`src/rtl/serdbg_pkg.sv`:
```
package serdbg_pkg;

    ////////////////////
    // baud generation
    ////////////////////

    // housekeeping line, 16x tick from 82 in 1024 of ps_clk
    localparam logic [9:0] hsk_add = 10'd82;
    localparam int hsk_acc_bits = 10;

    // gps line at 38400 baud, 25 in 4096 of ps_clk
    localparam logic [11:0] gps_add = 12'd25;
    localparam int gps_acc_bits = 12;

    ////////////////////
    // frame format
    ////////////////////

    // ticks per bit time
    localparam int oversample = 16;

    // 8N1 frames, no parity
    localparam int data_bits = 8;

    // tag that marks which line a merged byte came from
    typedef enum logic {
        src_hsk = 1'b0,
        src_gps = 1'b1
    } src_t;

endpackage

```
`src/rtl/frac_baud_gen.sv`:
```
module frac_baud_gen #(
    parameter int unsigned inc = 82,
    parameter int acc_bits = 10
) (
    input  logic ps_clk,
    input  logic reset,
    output logic tick
);

    // the top bit holds the carry out of the previous add
    logic [acc_bits:0] acc;

    // the carry is dropped before each add, so it can only be high for one
    // cycle as long as inc stays below 2**acc_bits
    always_ff @(posedge ps_clk) begin
        if (reset) begin
            acc <= '0;
        end else begin
            acc <= {1'b0, acc[acc_bits-1:0]} + (acc_bits+1)'(inc);
        end
    end

    // average tick rate is ps_clk * inc / 2**acc_bits
    assign tick = acc[acc_bits];

endmodule

```
`src/rtl/uart_oversample_rx.sv`:
```
module uart_oversample_rx (
    input  logic                                ps_clk,
    input  logic                                reset,
    input  logic                                tick,
    input  logic                                rx,
    output logic                                byte_valid,
    output logic [serdbg_pkg::data_bits-1:0]    data,
    output logic                                frame_err
);

    typedef enum logic [1:0] {
        st_idle,
        st_start,
        st_data,
        st_stop
    } state_t;

    state_t state;

    logic rx_meta;
    logic rx_sync;
    logic rx_prev;

    logic [$clog2(serdbg_pkg::oversample)-1:0] tick_cnt;
    logic [$clog2(serdbg_pkg::data_bits)-1:0]  bit_cnt;

    logic fall;
    logic mid_start;
    logic bit_end;

    ////////////////////
    // line input
    ////////////////////

    // the line is asynchronous to ps_clk, and it idles high
    always_ff @(posedge ps_clk) begin
        if (reset) begin
            rx_meta <= 1'b1;
            rx_sync <= 1'b1;
            rx_prev <= 1'b1;
        end else begin
            rx_meta <= rx;
            rx_sync <= rx_meta;
            rx_prev <= rx_sync;
        end
    end

    assign fall = rx_prev && !rx_sync;

    // eighth tick after the edge lands mid start bit, sixteenth ends a bit time
    assign mid_start = tick && (tick_cnt == serdbg_pkg::oversample / 2 - 1);
    assign bit_end   = tick && (tick_cnt == serdbg_pkg::oversample - 1);

    ////////////////////
    // frame FSM
    ////////////////////

    always_ff @(posedge ps_clk) begin
        if (reset) begin
            state      <= st_idle;
            tick_cnt   <= '0;
            bit_cnt    <= '0;
            byte_valid <= 1'b0;
        end else begin
            byte_valid <= 1'b0;
            if (tick) begin
                tick_cnt <= tick_cnt + 1'b1;
            end
            case (state)
                st_idle: begin
                    if (fall) begin
                        state    <= st_start;
                        tick_cnt <= '0;
                    end
                end
                st_start: begin
                    if (mid_start) begin
                        tick_cnt <= '0;
                        bit_cnt  <= '0;
                        // a start bit that is gone by mid bit was a glitch
                        if (rx_sync) begin
                            state <= st_idle;
                        end else begin
                            state <= st_data;
                        end
                    end
                end
                st_data: begin
                    if (bit_end) begin
                        tick_cnt <= '0;
                        if (bit_cnt == serdbg_pkg::data_bits - 1) begin
                            state <= st_stop;
                        end else begin
                            bit_cnt <= bit_cnt + 1'b1;
                        end
                    end
                end
                st_stop: begin
                    if (bit_end) begin
                        tick_cnt   <= '0;
                        byte_valid <= 1'b1;
                        state      <= st_idle;
                    end
                end
                default: begin
                    state <= st_idle;
                end
            endcase
        end
    end

    ////////////////////
    // payload
    ////////////////////

    // bits arrive LSB first, so shift in from the top
    always_ff @(posedge ps_clk) begin
        if (state == st_data && bit_end) begin
            data <= {rx_sync, data[serdbg_pkg::data_bits-1:1]};
        end
        if (state == st_stop && bit_end) begin
            frame_err <= !rx_sync;
        end
    end

endmodule

```
`src/rtl/serial_channel.sv`:
```
module serial_channel #(
    parameter int unsigned inc = 82,
    parameter int acc_bits = 10
) (
    input  logic                                ps_clk,
    input  logic                                reset,
    input  logic                                rx,
    input  logic                                take,
    output logic                                pending,
    output logic [serdbg_pkg::data_bits-1:0]    data,
    output logic                                frame_err,
    output logic                                overrun
);

    logic                               tick;
    logic                               byte_valid;
    logic [serdbg_pkg::data_bits-1:0]   rx_data;
    logic                               rx_ferr;
    logic                               accept;

    frac_baud_gen #(
        .inc      (inc),
        .acc_bits (acc_bits)
    ) u_baud (
        .ps_clk (ps_clk),
        .reset  (reset),
        .tick   (tick)
    );

    uart_oversample_rx u_rx (
        .ps_clk     (ps_clk),
        .reset      (reset),
        .tick       (tick),
        .rx         (rx),
        .byte_valid (byte_valid),
        .data       (rx_data),
        .frame_err  (rx_ferr)
    );

    // the merger copies the held byte in the same cycle it pulses take, so
    // a byte landing in that cycle can safely replace it
    assign accept = byte_valid && (!pending || take);

    always_ff @(posedge ps_clk) begin
        if (reset) begin
            pending <= 1'b0;
            overrun <= 1'b0;
        end else begin
            if (accept) begin
                pending <= 1'b1;
            end else if (take) begin
                pending <= 1'b0;
            end
            // the new byte is dropped and the loss is remembered until reset
            if (byte_valid && !accept) begin
                overrun <= 1'b1;
            end
        end
    end

    // one-byte holding register
    always_ff @(posedge ps_clk) begin
        if (accept) begin
            data      <= rx_data;
            frame_err <= rx_ferr;
        end
    end

endmodule

```
`src/rtl/byte_merger.sv`:
```
module byte_merger (
    input  logic                                ps_clk,
    input  logic                                reset,

    input  logic                                hsk_pending,
    input  logic [serdbg_pkg::data_bits-1:0]    hsk_data,
    input  logic                                hsk_ferr,
    output logic                                hsk_take,

    input  logic                                gps_pending,
    input  logic [serdbg_pkg::data_bits-1:0]    gps_data,
    input  logic                                gps_ferr,
    output logic                                gps_take,

    output logic                                out_req,
    input  logic                                out_ack,
    output logic [serdbg_pkg::data_bits-1:0]    out_data,
    output serdbg_pkg::src_t                    out_src,
    output logic                                out_ferr
);

    typedef enum logic [1:0] {
        st_idle,
        st_wait_ack_high,
        st_wait_ack_low
    } state_t;

    state_t           state;
    serdbg_pkg::src_t last_src;
    logic             pick_gps;
    logic             grant;

    ////////////////////
    // arbitration
    ////////////////////

    // with both lines pending the one served less recently wins
    always_comb begin
        if (hsk_pending && gps_pending) begin
            pick_gps = (last_src == serdbg_pkg::src_hsk);
        end else begin
            pick_gps = gps_pending;
        end
    end

    // a new request only starts once the consumer has let go of ack
    assign grant = (state == st_idle) && !out_ack && (hsk_pending || gps_pending);

    ////////////////////
    // four-phase port
    ////////////////////

    always_ff @(posedge ps_clk) begin
        if (reset) begin
            state    <= st_idle;
            out_req  <= 1'b0;
            hsk_take <= 1'b0;
            gps_take <= 1'b0;
            last_src <= serdbg_pkg::src_gps;
        end else begin
            hsk_take <= 1'b0;
            gps_take <= 1'b0;
            case (state)
                st_idle: begin
                    if (grant) begin
                        out_req  <= 1'b1;
                        hsk_take <= !pick_gps;
                        gps_take <= pick_gps;
                        last_src <= pick_gps ? serdbg_pkg::src_gps : serdbg_pkg::src_hsk;
                        state    <= st_wait_ack_high;
                    end
                end
                st_wait_ack_high: begin
                    if (out_ack) begin
                        out_req <= 1'b0;
                        state   <= st_wait_ack_low;
                    end
                end
                st_wait_ack_low: begin
                    if (!out_ack) begin
                        state <= st_idle;
                    end
                end
                default: begin
                    state   <= st_idle;
                    out_req <= 1'b0;
                end
            endcase
        end
    end

    // output registers only load on a grant, so they hold while out_req is up
    always_ff @(posedge ps_clk) begin
        if (grant) begin
            if (pick_gps) begin
                out_data <= gps_data;
                out_src  <= serdbg_pkg::src_gps;
                out_ferr <= gps_ferr;
            end else begin
                out_data <= hsk_data;
                out_src  <= serdbg_pkg::src_hsk;
                out_ferr <= hsk_ferr;
            end
        end
    end

endmodule

```
`src/rtl/serdbg_top.sv`:
```
module serdbg_top (
    input  logic                                ps_clk,
    input  logic                                reset,
    input  logic                                hsk_rx,
    input  logic                                gps_rx,
    output logic                                out_req,
    input  logic                                out_ack,
    output logic [serdbg_pkg::data_bits-1:0]    out_data,
    output serdbg_pkg::src_t                    out_src,
    output logic                                out_ferr,
    output logic                                hsk_overrun,
    output logic                                gps_overrun
);

    logic                               hsk_pending;
    logic [serdbg_pkg::data_bits-1:0]   hsk_data;
    logic                               hsk_ferr;
    logic                               hsk_take;

    logic                               gps_pending;
    logic [serdbg_pkg::data_bits-1:0]   gps_data;
    logic                               gps_ferr;
    logic                               gps_take;

    ////////////////////
    // receive channels
    ////////////////////

    serial_channel #(
        .inc      (serdbg_pkg::hsk_add),
        .acc_bits (serdbg_pkg::hsk_acc_bits)
    ) u_hsk_chan (
        .ps_clk    (ps_clk),
        .reset     (reset),
        .rx        (hsk_rx),
        .take      (hsk_take),
        .pending   (hsk_pending),
        .data      (hsk_data),
        .frame_err (hsk_ferr),
        .overrun   (hsk_overrun)
    );

    serial_channel #(
        .inc      (serdbg_pkg::gps_add),
        .acc_bits (serdbg_pkg::gps_acc_bits)
    ) u_gps_chan (
        .ps_clk    (ps_clk),
        .reset     (reset),
        .rx        (gps_rx),
        .take      (gps_take),
        .pending   (gps_pending),
        .data      (gps_data),
        .frame_err (gps_ferr),
        .overrun   (gps_overrun)
    );

    ////////////////////
    // merged output
    ////////////////////

    byte_merger u_merger (
        .ps_clk      (ps_clk),
        .reset       (reset),
        .hsk_pending (hsk_pending),
        .hsk_data    (hsk_data),
        .hsk_ferr    (hsk_ferr),
        .hsk_take    (hsk_take),
        .gps_pending (gps_pending),
        .gps_data    (gps_data),
        .gps_ferr    (gps_ferr),
        .gps_take    (gps_take),
        .out_req     (out_req),
        .out_ack     (out_ack),
        .out_data    (out_data),
        .out_src     (out_src),
        .out_ferr    (out_ferr)
    );

endmodule

```
`config.mk`:
```
export PLATFORM = sky130hd
export DESIGN_NAME = serdbg_top
export DESIGN_NICKNAME = d
export VERILOG_FILES = /design/src/rtl/serdbg_pkg.sv /design/src/rtl/frac_baud_gen.sv /design/src/rtl/uart_oversample_rx.sv /design/src/rtl/serial_channel.sv /design/src/rtl/byte_merger.sv /design/src/rtl/serdbg_top.sv
export SDC_FILE = /design/constraint.sdc
export NUM_CORES = 1
export LEC_CHECK = 0
export BUFFER_PORTS_ARGS = -buffer_cell sky130_fd_sc_hd__buf_2
export CORE_ASPECT_RATIO = 0.8
export CORE_MARGIN = 3
export CORE_UTILIZATION = 54
export DETAILED_ROUTE_END_ITERATION = 6
export GPL_TIMING_DRIVEN = 0
export PLACE_DENSITY = 0.75
export SLEW_MARGIN = 20
export SYNTH_ARGS = -nofsm -noshare
export SYNTH_HDL_FRONTEND = slang
export SYNTH_SLANG_ARGS = --single-unit
```
`constraint.sdc`:
```
create_clock -name ps_clk -period 1.7 [get_ports ps_clk]
set_clock_uncertainty 0.2 [all_clocks]
set_input_delay 0.17 -clock ps_clk [delete_from_list [all_inputs] [get_ports ps_clk]]
set_output_delay 0.17 -clock ps_clk [all_outputs]
set_load 0.005 [all_outputs]
```
## After elaboration in Yosys (flattened, before gate mapping)

Cells that the tools add are included.

| storage, ports and cells | value |
|---|---|
| output and inout bits | 13 |
| register bits after elaboration | 106 |

| cells by class | value |
|---|---|
| muxes and demuxes | 49 |
| $add $sub $neg | 6 |
| bitwise gates (word level) | 6 |
| reductions and logical operators | 47 |
| equality and inequality tests | 29 |

Operators by type and width:

| operator | count |
|---|---|
| two-way mux 4 bit | 8 |
| two-way mux 2 bit | 15 |
| inequality test 2 bit, second input constant | 14 |
| case mux 4 bit (3 select lines) | 2 |
| two-way mux 3 bit | 6 |
| logical AND 1 bit | 17 |
| case mux 2 bit (4 select lines) | 2 |
| adder 12 x 5 -> 13 bit, second input constant | 1 |
| case mux 3 bit (2 select lines) | 2 |
| adder 10 x 7 -> 11 bit, second input constant | 1 |
| two-way mux 1 bit | 11 |
| == test 2 bit, second input constant | 5 |
| AND reduction 5 bit | 2 |
| adder 4 x 1 -> 4 bit, second input constant | 2 |
| == test 4 x 3 -> 1 bit, second input constant | 2 |
| == test 4 bit, second input constant | 2 |
| logical NOT 1 bit | 8 |
| two-way mux 8 bit | 1 |
| AND reduction 4 bit | 2 |
| nonzero test 2 bit | 4 |
| OR reduction 2 bit | 4 |
| adder 3 x 1 -> 3 bit, second input constant | 2 |
| == test 2 x 1 -> 1 bit, second input constant | 3 |
| == test 3 bit, second input constant | 2 |
| 9 further kinds | 19 |

## Depth between registers and ports, before layout

Gate-level depths: netlist of run 1.

| logic depth | value |
|---|---|
| depth in word-level cells | 5 |
| gate-level depth with buffers | 6 |
| mapped depth without buffers | 6 |

## Hierarchy

Synthesis of run 1 repeated with hierarchy kept, for this count alone.

| second synthesis, totals | value |
|---|---|
| cells, all modules | 323 |
| area total of the unflattened synthesis | 4052.6 um2 |

Modules (own cells, without submodules):

| module | cells each | area each (um2) | instances |
|---|---|---|---|
| uart_oversample_rx at u_hsk_chan.u_rx | 74 | 875.8 | 1 |
| uart_oversample_rx at u_gps_chan.u_rx | 74 | 870.8 | 1 |
| serial_channel | 17 | 359.1 | 2 |
| byte_merger | 43 | 644.4 | 1 |
| frac_baud_gen at u_gps_chan.u_baud | 55 | 539.3 | 1 |
| frac_baud_gen at u_hsk_chan.u_baud | 43 | 404.1 | 1 |

## Least setup slack after synthesis of run 1

OpenSTA, ideal clock, no wires.

| path | value |
|---|---|
| path type | reg-to-reg |
| from | reg u_hsk_chan.u_rx.tick_cnt[0] in the netlist's numbering |
| to | reg u_hsk_chan.u_rx.data[0] in the netlist's numbering, enable pin |
| arrival time | 1.332 ns |
| cell stages (with the launch flop) | 4 |
| buffers on the path | 0 |
| setup slack | -0.216 ns |
| required time | 1.117 ns |
| path through | dfxtp_1 ha_1 nand4_1 nor3_1 |

| between the ends | value |
|---|---|
| word-level cells in the longest chain between the ends | 3 |

RTL lines:

| what | RTL line | RTL |
|---|---|---|
| from (decl) | uart_oversample_rx.sv:24 | `logic [$clog2(serdbg_pkg::oversample)-1:0] tick_cnt;` |
| from (signal assigned) | uart_oversample_rx.sv:67 | `tick_cnt <= tick_cnt + 1'b1;` |
| == test 4 bit | uart_oversample_rx.sv:52 | `assign bit_end = tick && (tick_cnt == serdbg_pkg::oversample - 1);` |
| logical AND 1 bit | uart_oversample_rx.sv:52 |  |
| logical AND 1 bit | uart_oversample_rx.sv:118 | `if (state == st_data && bit_end) begin` |
| to (signal assigned) | uart_oversample_rx.sv:119 | `data <= {rx_sync, data[serdbg_pkg::data_bits-1:1]};` |
| to (decl) | uart_oversample_rx.sv:7 | `output logic [serdbg_pkg::data_bits-1:0] data,` |

Every way passes these cells.
A chain may end at the register's enable or synchronous reset.

## Worst setup path after layout of run 1

| path | value |
|---|---|
| from | reg u_hsk_chan.u_rx.tick_cnt[0] in the netlist's numbering |
| to | reg u_hsk_chan.u_rx.tick_cnt[0] in the netlist's numbering |

| between the ends | value |
|---|---|
| word-level cells in the longest chain between the ends | 4 |

RTL lines:

| what | RTL line | RTL |
|---|---|---|
| adder 4 x 1 -> 4 bit, or another cell as far along | uart_oversample_rx.sv:67 |  |
| two-way mux 4 bit, or another cell as far along | uart_oversample_rx.sv:66 | `if (tick) begin` |
| two-way mux 4 bit, on equally long branches | - |  |
| case mux 4 bit (3 select lines) * | uart_oversample_rx.sv:69 | `case (state)` |

Mark *: on every way between the ends. The rest lies on a longest branch, timed or not.

==> results of run 1 <==
sequential cells by signal, indices dropped and copies added, names as in the netlist, 2 cells and up, named ones only:
register and count:
u_hsk_chan.u_rx.tick_cnt 4, u_hsk_chan.u_rx.data 8, u_merger.out_data 8, u_merger.state 2, u_gps_chan.u_rx.data 8, u_gps_chan.u_rx.tick_cnt 4, u_hsk_chan.u_rx.bit_cnt 3, u_hsk_chan.u_baud.acc 10
u_gps_chan.u_baud.acc 13, u_hsk_chan.data 8, u_gps_chan.u_rx.bit_cnt 3, u_gps_chan.data 8
worst paths after layout:
check | startpoint | end | slack, ps | depth (start not counted)
worst max-delay path | u_hsk_chan.u_rx.tick_cnt[0] | u_hsk_chan.u_rx.tick_cnt[0] | 40 | 5
worst min-delay path | reset | u_hsk_chan.u_rx.state[0] | 50 | 4
worst max register to register | u_hsk_chan.u_rx.tick_cnt[0] | u_hsk_chan.u_rx.tick_cnt[0] | 40 | 5
worst min register to register | u_hsk_chan.u_rx.frame_err | u_hsk_chan.frame_err | 230 | 0
worst register-to-register path, cell delays in order (launching register included):
cell	delay [ps]
dfxtp_2	350
ha_4	170
and3_4	210
a211o_1	330
a21o_1	230
nor2_1	110
power by group:
part	switching, mW	internal, mW	leakage, nW	total (mW)
Clock	0.801	0.682	0.0991	1.48
Sequential	0.0498	2.65	0.898	2.70
Combinational	0.0913	0.0793	0.647	0.171
Total	0.943	3.41	1.64	4.36
through the flow:
stage	cell area, µm²	utilization, %	std cells
floorplan	3950	-	320
global placement	4150	59.3	424
detailed placement	4150	59.3	424
CTS	4460	63.7	448
global route	4540	64.9	450
finish	4540	64.9	450
cell families after synthesis:
group	share of synthesized area, %
and+or+nand+nor	14.2
DFF	65.0
AOI/OAI and AO/OA	8.19
buffers and inverters	2.51
xor gates and xnor gates	4.00
muxes	3.59
adders and majority gates	2.54
repair_timing:
item | in CTS | in global routing
resized for setup | 14 | 25
endpoints found under the hold margin | 8 | 0
pin swaps | 5 | 8
endpoints found under the setup margin | 42 | 42
hold buffers | 4 | 0
buffers inserted | 5 | 2
cell type report:
type	instances	area, µm²	area share, %
Buffer	11	66.3	1.46
Clock buffer	9	124	2.73
Clock inverter	7	68.8	1.52
Inverter	8	30.0	0.662
Multi-Input combinational cell	195	1380	30.4
Sequential cell	105	2580	56.9
Tap cell	87	109	2.40
Timing Repair Buffer	28	178	3.92
metal layers:
layer	vias up	track usage, %	part of all wire [%]
met2	35	28.1	49
met3	6	5.04	2.9
met5	-	0	0
met4	0	5.44	0.87
li1	1218	-	-
met1	1204	22.2	47
cell usage in the layout, fill, tap and decap left out, types with 3 or more instances in the layout:
master	instances
nor2b_1	5
clkbuf_8	9
mux2_2	9
a21oi_1	18
a21o_1	5
edfxtp_1	46
xor2_1	8
nand2_1	16
nor2_1	35
dfxtp_1	51
nand3_1	4
a211o_1	3
nand4_1	6
nand2b_1	5
or3_1	3
or2_2	6
o21ai_0	5
dfxtp_2	4
inv_1	7
buf_4	9
dlygate4sd3_1	4
ha_1	3
dfxtp_4	4
xnor2_1	10
ha_2	3
buf_2	19
nor3_1	6
clkbuf_1	3
o21ai_1	3
mux2i_1	4
==> impl_results.md, run 1 <==
* Total number of vias at 2463
* Sequential area share after synthesis at 65.0%
* Min Clock Period, post-route at 1660 ps
* Residual DRC at 0
* Die height at approximately 82 µm
* CP max-delay cell: dfxtp_2
* RD Place Congestion at 0.840
* Crit path max-delay family: compound AO/OA/AOI/OAI gates
* Vias in the first global route at 2312
* Final Hold Vio Count at 0
* Setup CP Type: flop to flop
* Initial antenna violation count at 0
* HP Class: input pin to flop
* CTS tree: done
* Total grt overflow at 0
* Max VDD drop at around 0.6 mV
* Die area at 8370 µm²
* Synth Area per Inst at 12.3 µm²
* Skew-Pair Late Insertion Delay at 350 ps
* Worst EP required at 1790 ps
* Drt pass-1 iters at 4
* Num CTS Buffers at 9
* Startpoint Class: flop
* Worst slew pin tran at 562 ps
* Status: finished, final reports clean
* Fillers at 526
* Count leader, synth: dfxtp_1
* DRT iter0 DRCs at 91
* DRT Wirelength at slightly below 7000 µm
* Max Transition Viols Final at 0
* Pwr Total at 4.36 mW
* Yosys warns at 0
* Layout cells sized above 1 at 24.8%
* Total Nets Final at around 370
* Fin worst setup slack at around 43 ps
* CP max FO at 8
* Crit path buffers/inverters at 0
* Fin Setup TNS at 0 ps
* #FFs+latches synth at 105
* Root cell of the clock tree: clkbuf_8
* WL/cell at 15.2 µm
* Leak at 1.64 nW
* Main flop type after synthesis: dfxtp_1
* Synth top area cells: edfxtp_1 (35%), dfxtp_1 (30%), nor2_1 (3.4%), mux2_2 (2.6%), ha_1 (2.5%)
* Cell Rows at 27
* Share of the synthesized area in the top cell type at 35.0%
* Max-slew headroom at 62.5%
* Max-cap violations at 0
* Synth cell count leaders: dfxtp_1 (59), edfxtp_1 (46), nor2_1 (36), a21oi_1 (19), nand2_1 (16)
* Fmax at 603 MHz
* GRT Total Usage at 17.2%
* PwrDens at 960 nW/µm²
* Final worst path period share at a little over nine tenths
* Critical Path Sink Type: flop
* Ports at 18
* Final ANT Viol Nets at 0
* Yosys top cell by area: edfxtp_1
* Post-synth EDFFs at 46
* N_diodes at 0
* Crit-path cells: ha_4, and3_4, a211o_1, a21o_1, nor2_1
* Htree depth at 3
* Initial Utilization at 56.4%
* Clock transition at the registers of the reported paths at 90 ps
* First-pass GRT wire length at 11000 µm
* Synth cell types at 48
* Dpl ws at -251 ps
* Clock sink count at 105
* Worst path max stage delay at 350 ps
* Net Count, Synth at 333
* Area growth, synth to finish at 15.1%
* Vias/cell at 5.47
* Die W at ~100 µm
* WHS at 47.7 ps
* Total core area at roughly 7000 µm²
* Post-Syn Area at between 3000 and 4000 µm²
* Arr. time, crit path at roughly 1800 ps
* Synth Instances at 320
* Final HPWL DP at 4540 µm
* Max clock buf depth at 2
* Largest net degree at the start of global routing at 18
* Asr flop ratio synth at 0%
* I/O Buffers at 17
* Final setup violation count at 0
Note: power is estimated with default switching activity, not from simulation.
==> inputs of run 2 (changes only) <==
--- a/config.mk
+++ b/config.mk
@@ -7,10 +7,10 @@
 export LEC_CHECK = 0
 export BUFFER_PORTS_ARGS = -buffer_cell sky130_fd_sc_hd__buf_2
 export CORE_ASPECT_RATIO = 0.8
-export CORE_MARGIN = 3
 export CORE_UTILIZATION = 54
 export DETAILED_ROUTE_END_ITERATION = 6
 export GPL_TIMING_DRIVEN = 0
+export MAX_ROUTING_LAYER = met4
 export PLACE_DENSITY = 0.75
 export SLEW_MARGIN = 20
 export SYNTH_ARGS = -nofsm -noshare
==> run 2 against run 1 <==
  * Clock-buffer cell count unchanged
  * Critical path depth unchanged
  * Sequential power about the same
  * Combinational power about the same
  * Worst setup slack improved by 4.9 ps
  * Clock power increased by 11%
  * Wire length decreased by 4.8%
  * Via count decreased by 1.8%
  * Cell area increased by 0.41%
  * Core utilization increased by 0.58 points
  * Register-to-register slack about the same
  * Critical path type unchanged
  * Largest cell class unchanged
==> impl_results.md, run 2 (synthesis results as in run 1) <==
* Min Clock Period, post-route at 1650 ps (-4.92 ps)
* Drt pass-1 iters at 6 (+2)
* Largest net degree at the start of global routing at 18 (unchanged)
* Arr. time, crit path at 1750 ps (about the same)
* Num CTS Buffers at 9 (unchanged)
* Multi-input gate area at 1370 µm² (-0.63%)
* Clock sink count at 105 (unchanged)
* CP max FO at 8 (unchanged)
* Die W at 97.5 µm (-3.9%)
* Die height at 78.4 µm (-4.9%)
* Max-cap violations at 0 (unchanged)
* Startpoint Class: flop
* Final Hold Vio Count at 0 (unchanged)
* Hold path startpoint: reset
* Final HPWL DP at 4270 µm (-5.9%)
* Cell Rows at 27 (unchanged)
* Psw at 0.947 mW (+0.50%)
* Final setup violation count at 0 (unchanged)
* Final worst path period share at 97.2% (-0.29 points)
* WL/cell at 14.5 µm (-5.0%)
* DRT Wirelength at 6530 µm (-4.8%)
* Most frequent cells in the layout: dfxtp_1 (52), edfxtp_1 (46), nor2_1 (35)
* Hold-critical path depth at 4 (unchanged)
* Clk network pwr share at 36.3% (+2.3 points)
* Final ANT Viol Nets at 0 (unchanged)
* Root cell of the clock tree: clkbuf_8
* DRT iter0 DRCs at 181 (+99%)
* Largest register FFs at 13 (unchanged)
* Total core area at 6960 µm² (-0.48%)
* Logic pwr share at 3.8% (about the same)
* Sw frac at 21.0% (-0.63 points)
* Fillers at 526 (unchanged)
* Max Transition Viols Final at 0 (unchanged)
* HP Class: input pin to flop
* Skew-Pair Late Insertion Delay at 360 ps (about the same)
* GRT Total Usage at 18.4% (+1.2 points)
* Initial antenna violation count at 0 (unchanged)
* Fmax at 605 MHz (+0.30%)
* RD Place Congestion at 0.809 (-3.6%)
* WHS at 55.8 ps (+8.07 ps)
* Max clock buf depth at 2 (unchanged)
* PwrDens at 990 nW/µm² (+3.1%)
* Worst slew pin tran at 531 ps (-30.7 ps)
* Initial Utilization at 56.7% (+0.27 points)
* Pwr Total at 4.51 mW (+3.5%)
* Status: finished, final reports clean
* Hold path endpoint: u_hsk_chan.u_rx.state[0]
* Total Nets Final at 372 (+0.27%)
* Worst EP required at 1790 ps (about the same)
* Reg with most FFs: u_gps_chan.u_baud.acc
* CTS tree: done
* Residual DRC at 0 (unchanged)
* Critical Path Sink Type: flop
* Reg-to-Reg Start: u_hsk_chan.u_rx.tick_cnt[0]
* Setup CP Type: flop to flop
* Largest regs: u_gps_chan.u_baud.acc (13), u_hsk_chan.u_baud.acc (10)
* Layout Utilization at 65.5% (+0.58 points)
* Commonest non-fill, non-tap cell in the layout: dfxtp_1
* I/O Buffers at 17 (unchanged)
* Max VDD drop at 0.571 mV (-3.2%)
* N_diodes at 0 (unchanged)
* Die area at 7650 µm² (-8.6%)
* Leak at 1.66 nW (+1.1%)
* Depth of the most critical reg-to-reg path at 5 (unchanged)
* Clock transition at the registers of the reported paths at 90 ps (about the same)
* First-pass GRT wire length at 10400 µm (-5.3%)
* FF+latch area at 2570 µm² (-0.44%)
* Max-slew headroom at 64.6% (+2.0 points)
* Htree depth at 3 (unchanged)
* Vias in the first global route at 2250 (-2.7%)
* Total number of vias at 2418 (-1.8%)
* Ports at 18 (unchanged)
* Layout cells sized above 1 at 23.9% (-0.89 points)
* FF-to-FF End: u_hsk_chan.u_rx.tick_cnt[1]
* Reg2reg setup slack at 50 ps (about the same)
* Flop pwr share at 60.0% (-2.0 points)
* P_int at 3.56 mW (+4.4%)
* Vias/cell at 5.36 (-2.0%)
* Area growth, synth to finish at 15.5%
* Total grt overflow at 0 (unchanged)
## run 2: area by class of cell
type / instances / share of cell area [%]
buffer: 11 / 1.32
clock buffer: 9 / 2.72
clock inverter: 7 / 2.06
inverter: 8 / 0.659
multi-input combinational: 195 / 30.1
sequential: 105 / 56.4
tap: 87 / 2.39
timing repair buffer: 29 / 4.34
## run 2: through the flow
step	area [µm²]	instances	setup TNS, ps	setup slack, ps
after floorplan	3950	320	0	18.0
after global placement	4150	424	-2940	-202
after detailed placement	4150	424	-4590	-256
after CTS	4480	447	0	18.2
after global routing	4560	451	-17.5	-7.87
final	4560	451	0	47.6
## run 2: timing repair
item                       4_1_cts  5_1_grt
hold buffers                     4        0
setup endpoints to repair       41       47
pin swaps                        5        7
setup buffers                    4        4
hold endpoints to repair         8        0
resized for setup               13       14
## run 2: metal layers
layer,track usage (%),vias up,share of wire (%)
met4,5.29,0,1.1
met2,27.9,46,46
met3,6.41,9,4.8
met1,23.7,1153,48
li1,-,1210,-
met5,-,-,0
## run 2: critical path, cell delays in order, from the launching register on
cell and delay, ps:
dfxtp_2 340, ha_4 160, and3_4 210, a211o_1 340, a21o_1 230, nor2_1 100
## run 2: worst max path at each step
stage | startpoint | endpoint | depth (start not counted)
after floorplan | u_hsk_chan.u_rx.tick_cnt[0] | u_hsk_chan.u_rx.data[0] | 3
after global routing | u_gps_chan.u_rx.tick_cnt[1] | u_gps_chan.u_rx.bit_cnt[2] | 6
after detailed placement | u_gps_chan.pending | u_merger.out_data[3] | 3
final | u_hsk_chan.u_rx.tick_cnt[0] | u_hsk_chan.u_rx.tick_cnt[1] | 5
after global placement | u_gps_chan.pending | u_merger.out_data[6] | 3
after CTS | u_gps_chan.pending | u_gps_chan.data[6] | 2
## run 2: power groups by stage
| stage | logic (mW) | clock network, mW | registers [mW] |
|---|---|---|---|
| finish | 0.170 | 1.64 | 2.71 |
| global route | 0.190 | 1.77 | 2.71 |
| CTS | 0.167 | 1.67 | 2.70 |
| detailed placement | 0.156 | 0 | 2.76 |
| global placement | 0.153 | 0 | 2.76 |
| floorplan | 0.122 | 0 | 2.75 |
==> inputs of run 3 (changes only) <==
==> constraint.sdc (replaced) <==
create_clock -name ps_clk -period 1.7 [get_ports ps_clk]
set_clock_uncertainty 0.2 [all_clocks]
set_input_delay 0.51 -clock ps_clk [delete_from_list [all_inputs] [get_ports ps_clk]]
set_output_delay 0.51 -clock ps_clk [all_outputs]
set_load 0.005 [all_outputs]
==> run 3 against run 2 <==
  * Clock power barely moved
  * Clock-buffer cell count unchanged
  * Sequential share of layout area grew 0.49 points
  * Maximum frequency down 0.38%
  * Worst setup slack lost 6.2 ps
  * Power down 0.32%
  * First-iteration DRC count down 14%
  * Critical path depth unchanged
==> impl_results.md, run 3 (synthesis results as in run 1) <==
* Max clock buf depth at 2 (unchanged)
* Max Transition Viols Final at 0 (unchanged)
* Final Hold Vio Count at 0 (unchanged)
* Htree depth at 3 (unchanged)
* DRT iter0 DRCs at 156 (-14%)
* Reg with most FFs: u_gps_chan.u_baud.acc
* Die area at 7650 µm² (unchanged)
* Die W at 97.5 µm (unchanged)
* Leak at 1.64 nW (-1.0%)
* Depth of the most critical reg-to-reg path at 5 (unchanged)
* Die height at 78.4 µm (unchanged)
* Fmax at 603 MHz (-0.38%)
* N_diodes at 0 (unchanged)
* Critical Path Sink Type: flop
* GRT met2 Usage at 26.9% (-0.98 points)
* WL/cell at 14.3 µm (-1.2%)
* Hold path endpoint: u_gps_chan.u_rx.rx_meta
* I/O Buffers at 17 (unchanged)
* Clock transition at the registers of the reported paths at 90 ps (about the same)
* Met3 usage at 6.41% (unchanged)
* Total core area at 6960 µm² (unchanged)
* Startpoint Class: flop
* Drt pass-1 iters at 4 (-2)
* Cell Rows at 27 (unchanged)
* Min Clock Period, post-route at 1660 ps (+6.25 ps)
* CP max FO at 8 (unchanged)
* FF-to-FF End: u_hsk_chan.u_rx.tick_cnt[1]
* Layout cells sized above 1 at 23.9% (about the same)
* Reg-to-Reg Start: u_hsk_chan.u_rx.tick_cnt[0]
* Hold-critical path depth at 2 (-2)
* Vias in the first global route at 2215 (-1.6%)
* Total Nets Final at 368 (-1.1%)
* PwrDens at 996 nW/µm² (+0.59%)
* Max-cap violations at 0 (unchanged)
* Most frequent cells in the layout: dfxtp_1 (53), edfxtp_1 (46), nor2_1 (35)
* Worst slew pin tran at 543 ps (+12.0 ps)
* Area growth, synth to finish at 14.5%
* Arr. time, crit path at 1750 ps (about the same)
* Status: finished, final reports clean
* Num CTS Buffers at 9 (unchanged)
* Vias/cell at 5.34 (-0.40%)
* Max-slew headroom at 63.8% (-0.80 points)
* RD Place Congestion at 0.809 (unchanged)
* Worst EP required at 1790 ps (about the same)
* Max VDD drop at 0.573 mV (+0.32%)
* Final worst path period share at 97.6% (+0.37 points)
* Final setup violation count at 0 (unchanged)
* Initial antenna violation count at 0 (unchanged)
* GRT Total Usage at 18.1% (-0.35 points)
* Fillers at 527 (+0.19%)
* CTS tree: done
* Final HPWL DP at 4270 µm (unchanged)
* Commonest non-fill, non-tap cell in the layout: dfxtp_1
* Total number of vias at 2387 (-1.3%)
* Initial Utilization at 56.7% (unchanged)
* WHS at 129 ps (+73.7 ps)
* First-pass GRT wire length at 10300 µm (-1.8%)
* GRT busiest layer: met2
* Reg2reg setup slack at 40 ps (about the same)
* Layout Cells excl Fill at 447 (-0.89%)
* Residual DRC at 0 (unchanged)
* Total grt overflow at 0 (unchanged)
* Final ANT Viol Nets at 0 (unchanged)
* Setup CP Type: flop to flop
* Largest register FFs at 13 (unchanged)
* Ports at 18 (unchanged)
* Largest net degree at the start of global routing at 18 (unchanged)
* Hold path startpoint: gps_rx
* DRT Wirelength at 6390 µm (-2.1%)
* Root cell of the clock tree: clkbuf_8
* Largest regs: u_gps_chan.u_baud.acc (13), u_hsk_chan.u_baud.acc (10)
* Clock sink count at 105 (unchanged)
* Skew-Pair Late Insertion Delay at 350 ps (about the same)
* Placed cells at 424 (unchanged)
* Met1 Resource Use GR at 23.5% (-0.18 points)
* HP Class: input pin to flop
-- run 3: worst max-delay path by stage --
| stage | startpoint | endpoint | slack (ps) | cells after the start |
|---|---|---|---|---|
| 2_1_floorplan | u_hsk_chan.u_rx.tick_cnt[0] | u_hsk_chan.u_rx.data[0] | 20 | 3 |
| 3_3_place_gp | reset | u_gps_chan.u_baud.acc[5] | -220 | 5 |
| 3_5_place_dp | u_gps_chan.pending | u_merger.out_data[3] | -260 | 3 |
| 4_1_cts | u_gps_chan.pending | u_gps_chan.data[6] | 20 | 2 |
| 5_1_grt | u_hsk_chan.u_baud.acc[2] | u_hsk_chan.u_baud.acc[9] | -10 | 5 |
| 6_report | u_hsk_chan.u_rx.tick_cnt[0] | u_hsk_chan.u_rx.tick_cnt[1] | 40 | 5 |
-- run 3: per-layer routing --
| layer | vias up | part of all wire [%] |
|---|---|---|
| met5 | - | 0 |
| met4 | 0 | 1.2 |
| met3 | 8 | 4.1 |
| met2 | 46 | 45 |
| met1 | 1130 | 50 |
| li1 | 1203 | - |
-- run 3: timing repair --
action	in CTS	in global routing
hold buffers	0	0
resized for setup	13	13
pin swaps	5	7
buffers inserted	4	4
endpoints found under the setup margin	41	47
-- run 3: cell type report --
class | count | area, µm² | area share (%)
inverter | 8 | 30.0 | 0.665
clock inverter | 7 | 93.8 | 2.08
buffer | 11 | 60.1 | 1.33
sequential | 105 | 2570 | 56.9
multi-input combinational | 195 | 1370 | 30.4
timing repair buffer | 25 | 158 | 3.49
tap | 87 | 109 | 2.41
clock buffer | 9 | 124 | 2.74
-- run 3: where the power goes --
group          leakage [nW]  switching, mW  total, mW  internal, mW
Clock                 0.103          0.802       1.63         0.828
Sequential            0.897         0.0478       2.70          2.66
Combinational         0.645         0.0891      0.162        0.0731
-- run 3: per-stage QoR --
stage               util (%)  instance area, µm²  TNS, ps  setup slack [ps]  power [mW]
global route            64.9                4520    -28.0             -10.2        4.67
detailed placement      59.6                4150   -10040              -256        2.92
CTS                     63.8                4440        0              18.2        4.53
floorplan                  -                3950        0              18.0        2.87
finish                  64.9                4520        0              41.3        4.50
global placement        59.6                4150    -8140              -222        2.91
-- run 3: worst max-delay path, stage by stage, from the launching register on --
cell and delay [ps]:
dfxtp_2 340, ha_4 160, and3_4 210, a211o_1 340
a21o_1 240, nor2_1 100
